File: config.mk
export PLATFORM = sky130hd
export DESIGN_NAME = nono_solver_top
export DESIGN_NICKNAME = d
export VERILOG_FILES = /design/src/hw/nono_pkg.sv /design/src/hw/board_store.sv /design/src/hw/line_fsm.sv /design/src/hw/line_merger.sv /design/src/hw/nono_solver_top.sv /design/src/hw/option_counter.sv
export SDC_FILE = /design/constraint.sdc
export NUM_CORES = 1
export LEC_CHECK = 0
export BUFFER_PORTS_ARGS = -buffer_cell sky130_fd_sc_hd__buf_2
export CAP_MARGIN = 20
export CELL_PAD_IN_SITES_DETAIL_PLACEMENT = 1
export CELL_PAD_IN_SITES_GLOBAL_PLACEMENT = 2
export CORE_MARGIN = 3
export CORE_UTILIZATION = 37
export DETAILED_ROUTE_END_ITERATION = 8
export PLACE_DENSITY_LB_ADDON = 0.1
export RECOVER_POWER = 100
export SYNTH_ARGS = -nofsm -noshare
export SYNTH_HDL_FRONTEND = slang
export SYNTH_SLANG_ARGS = --single-unit
File: constraint.sdc
create_clock -name clk -period 14.3 [get_ports clk]
set_clock_uncertainty 0.2 [all_clocks]
set_input_delay 2.145 -clock clk [delete_from_list [all_inputs] [get_ports clk]]
set_output_delay 2.145 -clock clk [all_outputs]
set_load 0.1 [all_outputs]
File: src/hw/nono_pkg.sv
`default_nettype none

package nono_pkg;

    // width of one option count, up to 127 options per line
    localparam int CNT_W = 7;

    // one lane walks the queue line by line
    typedef enum logic [2:0] {
        IDLE,
        FETCH_LINE,     // wait for and pop the next line header
        SCAN_OPTIONS,   // one option per pop
        WRITE_LINE,     // fix agreed cells, store survivor count
        SOLVED
    } solver_state_t;

endpackage

`default_nettype wire

File: src/hw/board_store.sv
`timescale 1ns/1ps
`default_nettype none

module board_store #(
    parameter int max_rows  = 11,
    parameter int max_cols  = 11,
    parameter int line_w    = 11,
    parameter int max_lines = 22
) (
    input  wire                            clk,
    input  wire                            rst,
    input  wire                            load,
    input  wire  [$clog2(max_rows+1)-1:0]  num_rows,
    input  wire  [$clog2(max_cols+1)-1:0]  num_cols,
    input  wire                            hdr_take,
    input  wire                            line_write,
    input  wire  [line_w-1:0]              fifo_data,
    input  wire  [line_w-1:0]              always_one,
    input  wire  [line_w-1:0]              always_zero,
    output logic [line_w-1:0]              line_known,
    output logic [line_w-1:0]              line_assigned,
    output logic [max_rows*max_cols-1:0]   known,
    output logic [max_rows*max_cols-1:0]   assigned,
    output logic                           board_solved
);
    localparam int idx_w = $clog2(max_lines);
    localparam int cells = max_rows * max_cols;

    logic [$clog2(max_rows+1)-1:0] rows_q;
    logic [$clog2(max_cols+1)-1:0] cols_q;
    logic [idx_w-1:0]              line_idx;
    logic [idx_w-1:0]              col_idx;
    logic                          is_row;
    logic [line_w-1:0]             fix;
    logic [cells-1:0]              cell_we;
    logic [cells-1:0]              cell_val;

    assign is_row  = (line_idx < rows_q);
    assign col_idx = line_idx - idx_w'(rows_q);  // columns follow the rows
    // both set only when no option survived, leave those cells alone
    assign fix     = always_one ^ always_zero;

    // board is row major, cell (r,c) at r*max_cols+c
    always_comb begin
        int k;
        line_known    = '0;
        line_assigned = '0;
        cell_we       = '0;
        cell_val      = '0;
        board_solved  = 1'b1;
        for (int r = 0; r < max_rows; r++) begin
            for (int c = 0; c < max_cols; c++) begin
                k = r * max_cols + c;
                if (is_row && r == line_idx) begin
                    line_known[c]    = known[k];
                    line_assigned[c] = assigned[k];
                    cell_we[k]       = fix[c] && (c < cols_q);
                    cell_val[k]      = always_one[c];
                end
                if (!is_row && c == col_idx) begin  // transposed, bit r is row r
                    line_known[r]    = known[k];
                    line_assigned[r] = assigned[k];
                    cell_we[k]       = fix[r] && (r < rows_q);
                    cell_val[k]      = always_one[r];
                end
                if (r < rows_q && c < cols_q && !known[k]) begin
                    board_solved = 1'b0;
                end
            end
        end
    end

    always_ff @(posedge clk) begin
        if (rst) begin
            rows_q   <= '0;
            cols_q   <= '0;
            known    <= '0;
            assigned <= '0;
        end else if (load) begin
            rows_q   <= num_rows;  // board size held for the whole solve
            cols_q   <= num_cols;
            known    <= '0;
            assigned <= '0;
        end else if (line_write) begin
            known    <= known | cell_we;
            assigned <= (assigned & ~cell_we) | (cell_val & cell_we);
        end
    end

    always_ff @(posedge clk) begin
        if (hdr_take) begin
            line_idx <= fifo_data[idx_w-1:0];
        end
    end

endmodule

`default_nettype wire

File: src/hw/line_fsm.sv
`timescale 1ns/1ps
`default_nettype none

module line_fsm import nono_pkg::*; (
    input  wire  clk,
    input  wire  rst,
    input  wire  start,
    input  wire  fifo_empty,
    input  wire  last_option,
    input  wire  board_solved,
    output logic fifo_rd,
    output logic hdr_take,
    output logic opt_take,
    output logic line_write,
    output logic load,
    output logic solved,
    output logic busy
);
    solver_state_t state;
    solver_state_t state_next;

    // pop only with data at the head, never once the board is done
    assign fifo_rd = !fifo_empty &&
                     ((state == FETCH_LINE && !board_solved) || state == SCAN_OPTIONS);

    assign hdr_take   = fifo_rd && (state == FETCH_LINE);
    assign opt_take   = fifo_rd && (state == SCAN_OPTIONS);
    assign line_write = (state == WRITE_LINE);
    assign load       = start && (state == IDLE || state == SOLVED); // start ignored mid-solve
    assign solved     = (state == SOLVED);
    assign busy       = (state == FETCH_LINE) || (state == SCAN_OPTIONS) ||
                        (state == WRITE_LINE);

    always_comb begin
        state_next = state;
        case (state)
            IDLE, SOLVED: begin
                if (start) begin
                    state_next = FETCH_LINE;
                end
            end
            FETCH_LINE: begin
                if (board_solved) begin
                    state_next = SOLVED;
                end else if (hdr_take) begin
                    state_next = SCAN_OPTIONS;
                end
            end
            SCAN_OPTIONS: begin
                if (opt_take && last_option) begin
                    state_next = WRITE_LINE;  // final option of the line
                end
            end
            WRITE_LINE: begin
                state_next = FETCH_LINE;
            end
            default: begin
                state_next = IDLE;
            end
        endcase
    end

    always_ff @(posedge clk) begin
        if (rst) begin
            state <= IDLE;
        end else begin
            state <= state_next;
        end
    end

endmodule

`default_nettype wire

File: src/hw/line_merger.sv
`timescale 1ns/1ps
`default_nettype none

module line_merger #(
    parameter int line_w = 11
) (
    input  wire               clk,
    input  wire               rst,
    input  wire               hdr_take,
    input  wire               opt_take,
    input  wire  [line_w-1:0] fifo_data,
    input  wire  [line_w-1:0] line_known,
    input  wire  [line_w-1:0] line_assigned,
    output logic              opt_ok,
    output logic [line_w-1:0] always_one,
    output logic [line_w-1:0] always_zero
);
    // rejected when any known cell differs from the candidate
    assign opt_ok = ~|((fifo_data ^ line_assigned) & line_known);

    // bits stay set only while every surviving option agrees
    always_ff @(posedge clk) begin
        if (rst) begin
            always_one  <= '1;
            always_zero <= '1;
        end else if (hdr_take) begin
            always_one  <= '1;  // new line, nothing seen yet
            always_zero <= '1;
        end else if (opt_take && opt_ok) begin
            always_one  <= always_one & fifo_data;
            always_zero <= always_zero & ~fifo_data;
        end
    end

endmodule

`default_nettype wire

File: src/hw/nono_solver_top.sv
`timescale 1ns/1ps
`default_nettype none

module nono_solver_top import nono_pkg::*; #(
    parameter int max_rows = 11,
    parameter int max_cols = 11
) (
    input  wire                                          clk,
    input  wire                                          rst,
    input  wire                                          start,
    input  wire  [$clog2(max_rows+1)-1:0]                num_rows,
    input  wire  [$clog2(max_cols+1)-1:0]                num_cols,
    input  wire  [max_rows+max_cols-1:0][CNT_W-1:0]      counts_in,
    input  wire  [((max_rows > max_cols) ? max_rows : max_cols)-1:0] fifo_data,
    input  wire                                          fifo_empty,
    output logic                                         fifo_rd,
    output logic                                         put_valid,
    output logic [((max_rows > max_cols) ? max_rows : max_cols)-1:0] put_data,
    output logic [max_rows*max_cols-1:0]                 known,
    output logic [max_rows*max_cols-1:0]                 assigned,
    output logic                                         solved,
    output logic                                         busy
);
    localparam int line_w    = (max_rows > max_cols) ? max_rows : max_cols;
    localparam int max_lines = max_rows + max_cols;

    logic              hdr_take;
    logic              opt_take;
    logic              line_write;
    logic              load;
    logic              last_option;
    logic              board_solved;
    logic              opt_ok;
    logic [line_w-1:0] always_one;
    logic [line_w-1:0] always_zero;
    logic [line_w-1:0] line_known;
    logic [line_w-1:0] line_assigned;

    line_fsm u_fsm (
        .clk          (clk),
        .rst          (rst),
        .start        (start),
        .fifo_empty   (fifo_empty),
        .last_option  (last_option),
        .board_solved (board_solved),
        .fifo_rd      (fifo_rd),
        .hdr_take     (hdr_take),
        .opt_take     (opt_take),
        .line_write   (line_write),
        .load         (load),
        .solved       (solved),
        .busy         (busy)
    );

    option_counter #(.line_w(line_w), .max_lines(max_lines)) u_counter (
        .clk         (clk),
        .rst         (rst),
        .load        (load),
        .counts_in   (counts_in),
        .hdr_take    (hdr_take),
        .opt_take    (opt_take),
        .opt_ok      (opt_ok),
        .line_write  (line_write),
        .fifo_data   (fifo_data),
        .last_option (last_option)
    );

    line_merger #(.line_w(line_w)) u_merger (
        .clk           (clk),
        .rst           (rst),
        .hdr_take      (hdr_take),
        .opt_take      (opt_take),
        .fifo_data     (fifo_data),
        .line_known    (line_known),
        .line_assigned (line_assigned),
        .opt_ok        (opt_ok),
        .always_one    (always_one),
        .always_zero   (always_zero)
    );

    board_store #(
        .max_rows  (max_rows),
        .max_cols  (max_cols),
        .line_w    (line_w),
        .max_lines (max_lines)
    ) u_board (
        .clk           (clk),
        .rst           (rst),
        .load          (load),
        .num_rows      (num_rows),
        .num_cols      (num_cols),
        .hdr_take      (hdr_take),
        .line_write    (line_write),
        .fifo_data     (fifo_data),
        .always_one    (always_one),
        .always_zero   (always_zero),
        .line_known    (line_known),
        .line_assigned (line_assigned),
        .known         (known),
        .assigned      (assigned),
        .board_solved  (board_solved)
    );

    // header always goes back, options only when they survive
    always_ff @(posedge clk) begin
        if (rst) begin
            put_valid <= 1'b0;
        end else begin
            put_valid <= hdr_take || (opt_take && opt_ok);
        end
    end

    always_ff @(posedge clk) begin
        if (hdr_take || opt_take) begin
            put_data <= fifo_data;  // word popped this cycle
        end
    end

endmodule

`default_nettype wire

File: src/hw/option_counter.sv
`timescale 1ns/1ps
`default_nettype none

module option_counter import nono_pkg::*; #(
    parameter int line_w    = 11,
    parameter int max_lines = 22
) (
    input  wire                                clk,
    input  wire                                rst,
    input  wire                                load,
    input  wire  [max_lines-1:0][CNT_W-1:0]    counts_in,
    input  wire                                hdr_take,
    input  wire                                opt_take,
    input  wire                                opt_ok,
    input  wire                                line_write,
    input  wire  [line_w-1:0]                  fifo_data,
    output logic                               last_option
);
    localparam int idx_w = $clog2(max_lines);

    logic [max_lines-1:0][CNT_W-1:0] count_tbl;  // options per line index
    logic [idx_w-1:0]                line_idx;
    logic [CNT_W-1:0]                opts_left;  // still to pop for this line
    logic [CNT_W-1:0]                survivors;

    always_ff @(posedge clk) begin
        if (load) begin
            count_tbl <= counts_in;
        end else if (line_write) begin
            count_tbl[line_idx] <= survivors;  // shrinks as options are ruled out
        end
    end

    always_ff @(posedge clk) begin
        if (hdr_take) begin
            line_idx <= fifo_data[idx_w-1:0];
        end
    end

    always_ff @(posedge clk) begin
        if (rst) begin
            opts_left <= '0;
            survivors <= '0;
        end else if (hdr_take) begin
            opts_left <= count_tbl[fifo_data[idx_w-1:0]];
            survivors <= '0;
        end else if (opt_take) begin
            opts_left <= opts_left - 1'b1;
            if (opt_ok) begin
                survivors <= survivors + 1'b1;
            end
        end
    end

    assign last_option = (opts_left == CNT_W'(1));

endmodule

`default_nettype wire

==> results by stage, run 1 <==
Die:
- The effective utilization at floorplan is 37.6%.
- The height of the die is 279 um.
- The floorplan step set the die width to 279 um.
- The placeable core area is 73500 um^2.
- The die footprint is 78000 um^2.
- Pin placement for this block handled 434 I/O pins.
- The floorplan has 99 rows.

Logic synthesis:
- After synthesis, the share of flip-flops with an asynchronous set or reset is 0%.
- The synthesized flop and latch total is 460.
- The average size of a mapped cell is 8.31 um^2.
- Sequential elements use 39.5% of the synthesized area.
- The synthesized net count is 3510.
- The mapped cell area is 27600 um^2.
- The count of unique library cells instantiated by Yosys is 108.
- The number of flops mapped to enable cells by yosys is 170.
- The number of warning messages in the yosys log is 0.
- Among all flip-flop cells after synthesis, the most frequent one is sky130_fd_sc_hd__dfxtp_1.
- Synthesis produced 3325 cells.

Timing:
- The time the worst path needs with I/O delays and setup is 10.40 ns.
- Setup repair after global routing left no endpoint under its margin.
- The count of pins over their slew limit is 395.
- The worst hold slack across all endpoints is 0.295 ns.
- The fmax is 0.0961 GHz.
- Setup violations remaining at the end of the flow were counted as 0.
- Adding up every negative setup slack in the final design gives 0 ns.
- The relative slew slack is -193%.
- At the pin with the least slew margin, the transition time is 4.40 ns.
- The final hold violation count came to 0.
- The period utilization is 72.8%.

Cells and area:
- The count of cells in the finished layout, fillers not included, comes to 4658.
- The post-route netlist has 14.8% of its cells at a drive strength greater than 1.
- Leaving out fill and tap cells, the most frequent cells in the layout are sky130_fd_sc_hd__nor2_1 (612), sky130_fd_sc_hd__nand2_1 (310), sky130_fd_sc_hd__clkbuf_1 (297), sky130_fd_sc_hd__dfxtp_1 (280), sky130_fd_sc_hd__o21ai_0 (278).
- For this run, the post-layout net count is 3829.
- Once layout is complete, the utilization of the core stands at 44.0%.
- The library cell used most frequently in the layout, excluding fill and tap cells, is sky130_fd_sc_hd__nor2_1.
- The filler cells instantiated in the layout total 8858.
- The area growth from synthesis to layout is 17.0%.

Drt:
- The routed layout has 33510 vias.
- For this block, the routed nets add up to 196000 um of wire.
- The first-iteration detailed-routing DRC count is 5164.
- The count of nets left with antenna violations once routing finished came out at 0.
- The total iterations of the first detailed-routing run is 6.
- After detailed routing, the average wire length per cell comes to 42.1 um.
- The post-detailed-route via-to-cell ratio is 7.19.
- The number of design rule violations left after detail routing is 0.

GRT:
- The via count of the first global-routing pass came to 32209.
- Global routing consumed, over all layers together, 48.3% of the routing resources.
- For met2 alone, demand over resource in global routing was 68.8%.
- Entering global routing, the biggest net connects 122 pins.
- For this run, global-route usage on met3 was measured as 17.9%.
- The number of antenna violations at the first check in global routing is 20.
- The first global-routing pass estimated 264000 um of wire.
- The total overflow left after global routing is 0.
- Global routing used 62.1% of the available met1 tracks.
- After global routing, the most crowded layer is met2.

Clocking:
- Post-CTS repair changed the size of 0 cells.
- The CTS tree is built.
- In this run the deepest clock path goes through 3 buffers.
- The clock reaches the later pin of the worst-skew pair after 0.65 ns.
- The number of setup buffers added after CTS is 0.
- The number of buffers inserted by hold repair at cts is 0.
- The clock transition time at the flip-flop clock pins of the worst setup and hold paths is 0.07 ns.
- The number of CTS-inserted buffers is 51.
- The root cell of the clock tree is sky130_fd_sc_hd__clkbuf_16.
- The clock net sink count is 460.
- The level count of the clock H-tree is 2.

Placement:
- The port buffer count is 433.
- The wire-length estimate of the detail-placed layout is 143000 um.
- Once placement completed, the tool counted placed cells totaling 4535.
- At the end of routability-driven placement, the weighted congestion stood at 1.12.

Worst setup path:
- At the worst endpoint, the arrival time is 10.54 ns.
- The delay of the slowest critical-path stage is 1.88 ns.
- The slowest stage of the critical path belongs to the cell sky130_fd_sc_hd__nor3_1.
- In this run the worst path has a maximum fanout of 25.
- The critical path goes through clkinv_1 -> ha_1 -> inv_1 -> fa_1 -> inv_1 -> clkbuf_1 -> nand2_1 -> nor3_1 -> clkbuf_1 -> a221o_1 -> o21ai_0 -> xnor2_1 -> a2bb2oi_1 -> nand4_1 -> nor3_4 -> a31oi_1.
- The worst setup path is of the reg -> reg kind.
- The worst setup path is captured at a flop.
- At the worst endpoint, the required time is 14.43 ns.
- The critical path startpoint category is a flop.

Power and ir drop:
- The leakage power is 0.0103 uW.
- Summing internal, switching and leakage power gives 3710 uW.
- The ratio of total power to cell area is 115 nW/um^2.
- The maximum ir drop on the vdd rail is 0.0000991 V.

Run status:
- The flow ran to the end, but the final reports show violations.
- The checks that failed: max-capacitance violations, max-slew violations.

Flow run:
- Across the run, the number of max-cap violations was 10.

Hold path:
- The class of the most critical hold timing path is reg -> reg.
-- worst max-delay path: cells and delay by family, from the launching register on --
kind / cells / cell delay (ns)
buffers and inverters: 5 / 2.75
flip-flops: 1 / 0.48
AND/OR/NAND/NOR: 4 / 4.31
adder cells (fa/ha/maj): 2 / 1.21
XOR/XNOR: 1 / 0.15
AO/OA/AOI/OAI: 4 / 0.94
-- area by class of cell --
class | count | area (um^2) | area share (%)
Antenna cell | 14 | 35.0 | 0.108
Clock buffer | 73 | 1520 | 4.69
Clock inverter | 21 | 219 | 0.678
Inverter | 47 | 176 | 0.546
Multi-Input combinational cell | 2508 | 15400 | 47.5
Sequential cell | 460 | 10900 | 33.8
Tap cell | 959 | 1200 | 3.71
Timing Repair Buffer | 576 | 2880 | 8.91
-- cells by family after synthesis --
kind of cell,count (synthesis),share of synthesized area (%)
xor+xnor,16,0.507
compound gates,1170,28.8
buf+inv,357,5.69
fa+ha+maj,8,0.390
mux,106,5.95
simple gates,1208,19.2
flops,460,39.5
-- routing by layer --
| layer | wire length [um] | vias to the layer above |
|---|---|---|
| li1 | - | 13074 |
| met5 | 67 | - |
| met1 | 74100 | 16769 |
| met4 | 14600 | 10 |
| met2 | 80100 | 2957 |
| met3 | 27300 | 700 |
-- path summary, 6_finish.rpt --
| check | cells past startpoint | slack [ns] | endpoint | startpoint |
|---|---|---|---|---|
| setup / recovery | 16 | 3.90 | u_merger.always_zero[0] | u_board.line_idx[0] |
| hold / removal | 2 | 0.29 | u_counter.opts_left[1] | u_counter.opts_left[1] |
| setup reg to reg | 16 | 3.90 | u_merger.always_zero[0] | u_board.line_idx[0] |
| hold reg to reg | 2 | 0.29 | u_counter.opts_left[1] | u_counter.opts_left[1] |
-- per-stage QoR --
step                      worst slack (ns)  area [um^2]
after floorplan                       8.37        27600
after global placement                7.33        30800
after detailed placement              7.15        30800
after CTS                             6.45        32600
after global routing                  3.90        32300
final                                 3.90        32300
-- Yosys cell counts (all sizes together), types with 10 or more instances --
master	n	share of area, %
o31ai	14	0.40
edfxtp	170	18
a31oi	50	1.2
nand2	311	4.2
clkbuf	247	3.8
o21ai	280	5.1
a32oi	13	0.41
o211ai	23	0.64
nand2b	22	0.50
buf	60	1.2
or3	15	0.39
nor2b	15	0.34
nor3b	14	0.40
a221oi	23	0.73
mux2	16	0.65
a211o	10	0.32
o22ai	72	1.6
a22oi	267	7.3
o21a	15	0.41
a21o	13	0.36
xnor2	11	0.35
nor2	631	8.6
dfxtp	290	21
o221ai	13	0.41
mux4	45	3.7
o41ai	11	0.35
inv	44	0.60
a22o	14	0.44
nor4	17	0.51
nand3	48	0.89
nand4	14	0.32
nor3	55	1.1
a21oi	115	2.1
o32ai	12	0.41
mux2i	45	1.6
a211oi	133	3.6
-- where the power goes --
part	leakage [uW]	total [uW]	internal, uW	switching, uW
registers	0.00401	1480	1440	41.7
logic	0.00549	841	226	615
clock network	0.000848	1390	780	606
Note: power is estimated with default switching activity, not from simulation.
==> inputs of run 2 (changes only) <==
--- a/config.mk
+++ b/config.mk
@@ -10,7 +10,7 @@
 export CELL_PAD_IN_SITES_DETAIL_PLACEMENT = 1
 export CELL_PAD_IN_SITES_GLOBAL_PLACEMENT = 2
 export CORE_MARGIN = 3
-export CORE_UTILIZATION = 37
+export CORE_UTILIZATION = 31
 export DETAILED_ROUTE_END_ITERATION = 8
 export PLACE_DENSITY_LB_ADDON = 0.1
 export RECOVER_POWER = 100
==> constraint.sdc (replaced) <==
create_clock -name clk -period 9.4 [get_ports clk]
set_clock_uncertainty 0.2 [all_clocks]
set_input_delay 1.41 -clock clk [delete_from_list [all_inputs] [get_ports clk]]
set_output_delay 1.41 -clock clk [all_outputs]
set_load 0.1 [all_outputs]
==> run 2 against run 1 <==
Net effect: the flow still finishes with violations (max-capacitance violations, max-slew violations); clock-buffer cell count grew 7; first-iteration DRC count shrank 13%; worst hold slack lost 0.017 ns; wire length grew 5.8%; setup slack lost 3.3 ns; final cell count grew 4.5%; sequential cell count is the same; register-to-register slack lost 3.3 ns; utilization shrank 6.8 points; cell area grew 0.74%; total power grew 53%; die area grew 19%.
==> results by stage, run 2 (same netlist as run 1, synthesis figures left out) <==
Drt:
- The total via count after detailed routing is 32791 (was 33510).
- The post-detailed-route via-to-cell ratio is 6.74 (was 7.19).
- The number of nets still failing antenna checks after routing is 0 (unchanged).
- The sum of routed wire length over all layers is 208000 um (was 196000 um).
- The first-iteration detailed-routing DRC count is 4483 (was 5164).
- The number of design rule violations left after detail routing is 0 (unchanged).
- The total iterations of the first detailed-routing run came to 6 (unchanged).
- The wire length per cell came to 42.7 um (was 42.1 um).

Power and ir drop:
- The combinational share of power is 23.1% (was 22.7%).
- The power consumption is 5660 uW (was 3710 uW).
- The ratio of total power to cell area is 174 nW/um^2 (was 115 nW/um^2).
- The leakage power was 0.0103 uW (about the same).
- The internal power component was 3720 uW (was 2450 uW).
- The clock power share came to 37.0% (was 37.4%).
- The relative contribution of sequential cells to total power is 39.9% (about the same).
- The switching power came to 1940 uW (was 1260 uW).
- The maximum ir drop on the vdd rail is 0.000162 V (was 0.0000991 V).
- The proportion of total power due to net switching is 34.3% (was 34.1%).

Clocking:
- The clock latency of the later-clocked register in the worst-skew pair is 0.66 ns (was 0.65 ns).
- The clock transition time at the flip-flop clock pins of the worst setup and hold paths came to 0.06 ns (was 0.07 ns).
- The level count of the clock H-tree was 2 (unchanged).
- The number of CTS-inserted buffers is 53 (was 51).
- The number of buffers inserted by hold repair at cts is 0 (unchanged).
- The clock net sink count is 460 (unchanged).
- The root cell of the clock tree is sky130_fd_sc_hd__clkbuf_16 (unchanged).
- The number of buffers between clock root and the deepest sink is 3 (unchanged).
- The count of instances resized after the clock tree is built is 0 (unchanged).
- The CTS tree is built (unchanged).
- The number of setup buffers added after CTS came to 0 (unchanged).

Hold path:
- The capture endpoint of the worst hold path was u_counter.opts_left[1] (unchanged).
- The startpoint of the worst hold path is u_counter.opts_left[1] (unchanged).
- The number of cells on the worst hold path is 2 (unchanged).
- The class of the most critical hold timing path is reg -> reg (unchanged).

Worst setup path:
- The worst flop-to-flop path endpoint is u_merger.always_zero[0] (unchanged).
- The startpoint of the lowest-slack register-to-register path is u_board.line_idx[1] (was u_board.line_idx[0]).
- Crit-path cells: clkbuf_1 -> nor2_2 -> clkbuf_1 -> nand2_1 -> nor3_2 -> clkbuf_1 -> a31o_2 -> a221oi_1 -> a31oi_1 -> mux2i_1 -> o211ai_1 -> or3b_4 -> nor3_4 -> a31oi_1 (was clkinv_1 -> ha_1 -> inv_1 -> fa_1 -> inv_1 -> clkbuf_1 -> nand2_1 -> nor3_1 -> clkbuf_1 -> a221o_1 -> o21ai_0 -> xnor2_1 -> a2bb2oi_1 -> nand4_1 -> nor3_4 -> a31oi_1).
- The critical setup path kind is reg -> reg (unchanged).
- The peak fanout along the critical path is 23 (was 25).
- The capturing element type of the critical path is a flop (unchanged).
- The arrival time at the worst endpoint is 8.86 ns (was 10.54 ns).
- The dominant cell type by count on the critical path is sky130_fd_sc_hd__clkbuf_1.
- The slowest cell on the critical path is sky130_fd_sc_hd__clkbuf_1 (was sky130_fd_sc_hd__nor3_1).
- The critical path startpoint category is a flop (unchanged).
- The reg2reg setup slack is 0.65 ns (was 3.90 ns).
- The delay of the slowest critical-path stage was 1.60 ns (was 1.88 ns).
- The required arrival time at the worst endpoint was 9.51 ns (was 14.43 ns).
- The worst reg-to-reg path cell count is 14 (was 16).

GRT:
- The wire length of the first global-routing pass is 278000 um (was 264000 um).
- The via count of the first global-routing pass is 31758 (was 32209).
- The total congestion overflow came to 0 (unchanged).
- The number of antenna violations at the first check in global routing is 24 (was 20).
- The global-route total usage across every layer was 42.9% (was 48.3%).
- The largest net degree at the start of global routing is 176 (was 122).

Placement:
- The port buffer count is 433 (unchanged).
- The final estimated routing congestion in global placement was 1.10 (was 1.12).
- The estimated wirelength of the detail-placed design came to 154000 um (was 143000 um).

Die:
- The count of boundary I/O pins is 434 (unchanged).
- The height of the die is 304 um (was 279 um).
- The placeable core area was 87600 um^2 (was 73500 um^2).
- The chip width is 304 um (was 279 um).
- The die footprint is 92700 um^2 (was 78000 um^2).
- The placement row count is 108 (was 99).
- The effective utilization at floorplan is 31.5% (was 37.6%).

Cells and area:
- The post-route core utilization is 37.2% (was 44.0%).
- The net total in the final layout is 3845 (was 3829).
- The most common library cell in the layout ignoring fill and taps is sky130_fd_sc_hd__nor2_1 (unchanged).
- The count of filler cells inserted in the layout is 10504 (was 8858).
- Commonest cells after routing, fill and taps aside: sky130_fd_sc_hd__nor2_1 (612), sky130_fd_sc_hd__clkbuf_1 (326), sky130_fd_sc_hd__nand2_1 (310), sky130_fd_sc_hd__o21ai_0 (279), sky130_fd_sc_hd__dfxtp_1 (279) (was sky130_fd_sc_hd__nor2_1 (612), sky130_fd_sc_hd__nand2_1 (310), sky130_fd_sc_hd__clkbuf_1 (297), sky130_fd_sc_hd__dfxtp_1 (280), sky130_fd_sc_hd__o21ai_0 (278)).
- The relative area change from synthesis to final layout was 17.8% (was 17.0%).
- The share of layout cells above drive strength 1 is 14.1% (was 14.8%).

Flow run:
- The number of maximum-capacitance violations was 16 (was 10).

Timing:
- The fmax is 0.114 GHz (was 0.0961 GHz).
- The slew at the pin closest to its max-slew limit is 4.56 ns (was 4.40 ns).
- The accumulated negative setup slack is 0 ns (unchanged).
- The final hold violation count came to 0 (unchanged).
- Setup repair after global routing missed its margin: no (unchanged).
- The number of failing setup endpoints in the final timing report is 0 (unchanged).
- The count of pins over their slew limit is 480 (was 395).
- The period utilization is 93.1% (was 72.8%).
- The relative slew slack came to -204% (was -193%).
- The time the worst path needs with I/O delays and setup is 8.75 ns (was 10.40 ns).

Run status:
- Violations in the final reports: max-capacitance violations, max-slew violations (unchanged).
- Run status: finished, violations left (unchanged).
[run 2: per-layer routing]
metal	wire, um	global-route usage (%)
met1	83300	57.2
met2	86300	62.3
met3	24800	13.5
met4	13000	21.5
met5	151	0
[run 2: area by class of cell]
type | instances | area, um^2 | share of cell area [%]
repair buffers | 590 | 2910 | 8.94
multi-input cells | 2508 | 15300 | 47.2
clock inverters | 17 | 199 | 0.611
inverters | 47 | 176 | 0.542
flip-flops and latches | 460 | 10900 | 33.6
well taps | 1155 | 1450 | 4.44
clock buffers | 80 | 1520 | 4.66
diodes | 9 | 22.5 | 0.0692
[run 2: worst max-delay path by stage]
| stage | startpoint | endpoint | slack (ns) | depth (start not counted) |
|---|---|---|---|---|
| after global placement | u_board.line_idx[0] | u_merger.always_zero[9] | 2.35 | 19 |
| after global routing | u_board.line_idx[1] | u_merger.always_zero[0] | 0.71 | 14 |
| after floorplan | u_board.line_idx[0] | u_merger.always_zero[8] | 4.18 | 20 |
| final | u_board.line_idx[1] | u_merger.always_zero[0] | 0.65 | 14 |
| after CTS | u_board.cols_q[3] | fifo_rd | 1.71 | 11 |
| after detailed placement | u_board.line_idx[0] | u_merger.always_zero[0] | 2.23 | 19 |
[run 2: power groups by stage]
stage | sequential [uW] | clock [uW] | combinational [uW]
6_report | 2260 | 2090 | 1310
3_3_place_gp | 2290 | 0 | 1230
5_1_grt | 2260 | 2190 | 1340
2_1_floorplan | 2280 | 0 | 706
3_5_place_dp | 2300 | 0 | 1250
4_1_cts | 2250 | 2110 | 1250
[run 2: critical path: cells and delay by family (launching register included)]
family	cells	cell delay, ns
mux	1	0.14
simple gates	5	2.91
flops	1	0.65
buf+inv	3	3.20
compound gates	5	1.23
[run 2: stage by stage]
step | instances | hold slack (ns) | setup slack [ns] | instance area [um^2]
2_1_floorplan | 3325 | 0.244 | 4.18 | 27600
3_3_place_gp | 4740 | 0.258 | 2.35 | 31200
3_5_place_dp | 4746 | 0.271 | 2.23 | 31200
4_1_cts | 4843 | 0.279 | 1.71 | 32900
5_1_grt | 4857 | 0.304 | 0.706 | 32500
6_report | 4866 | 0.278 | 0.646 | 32500
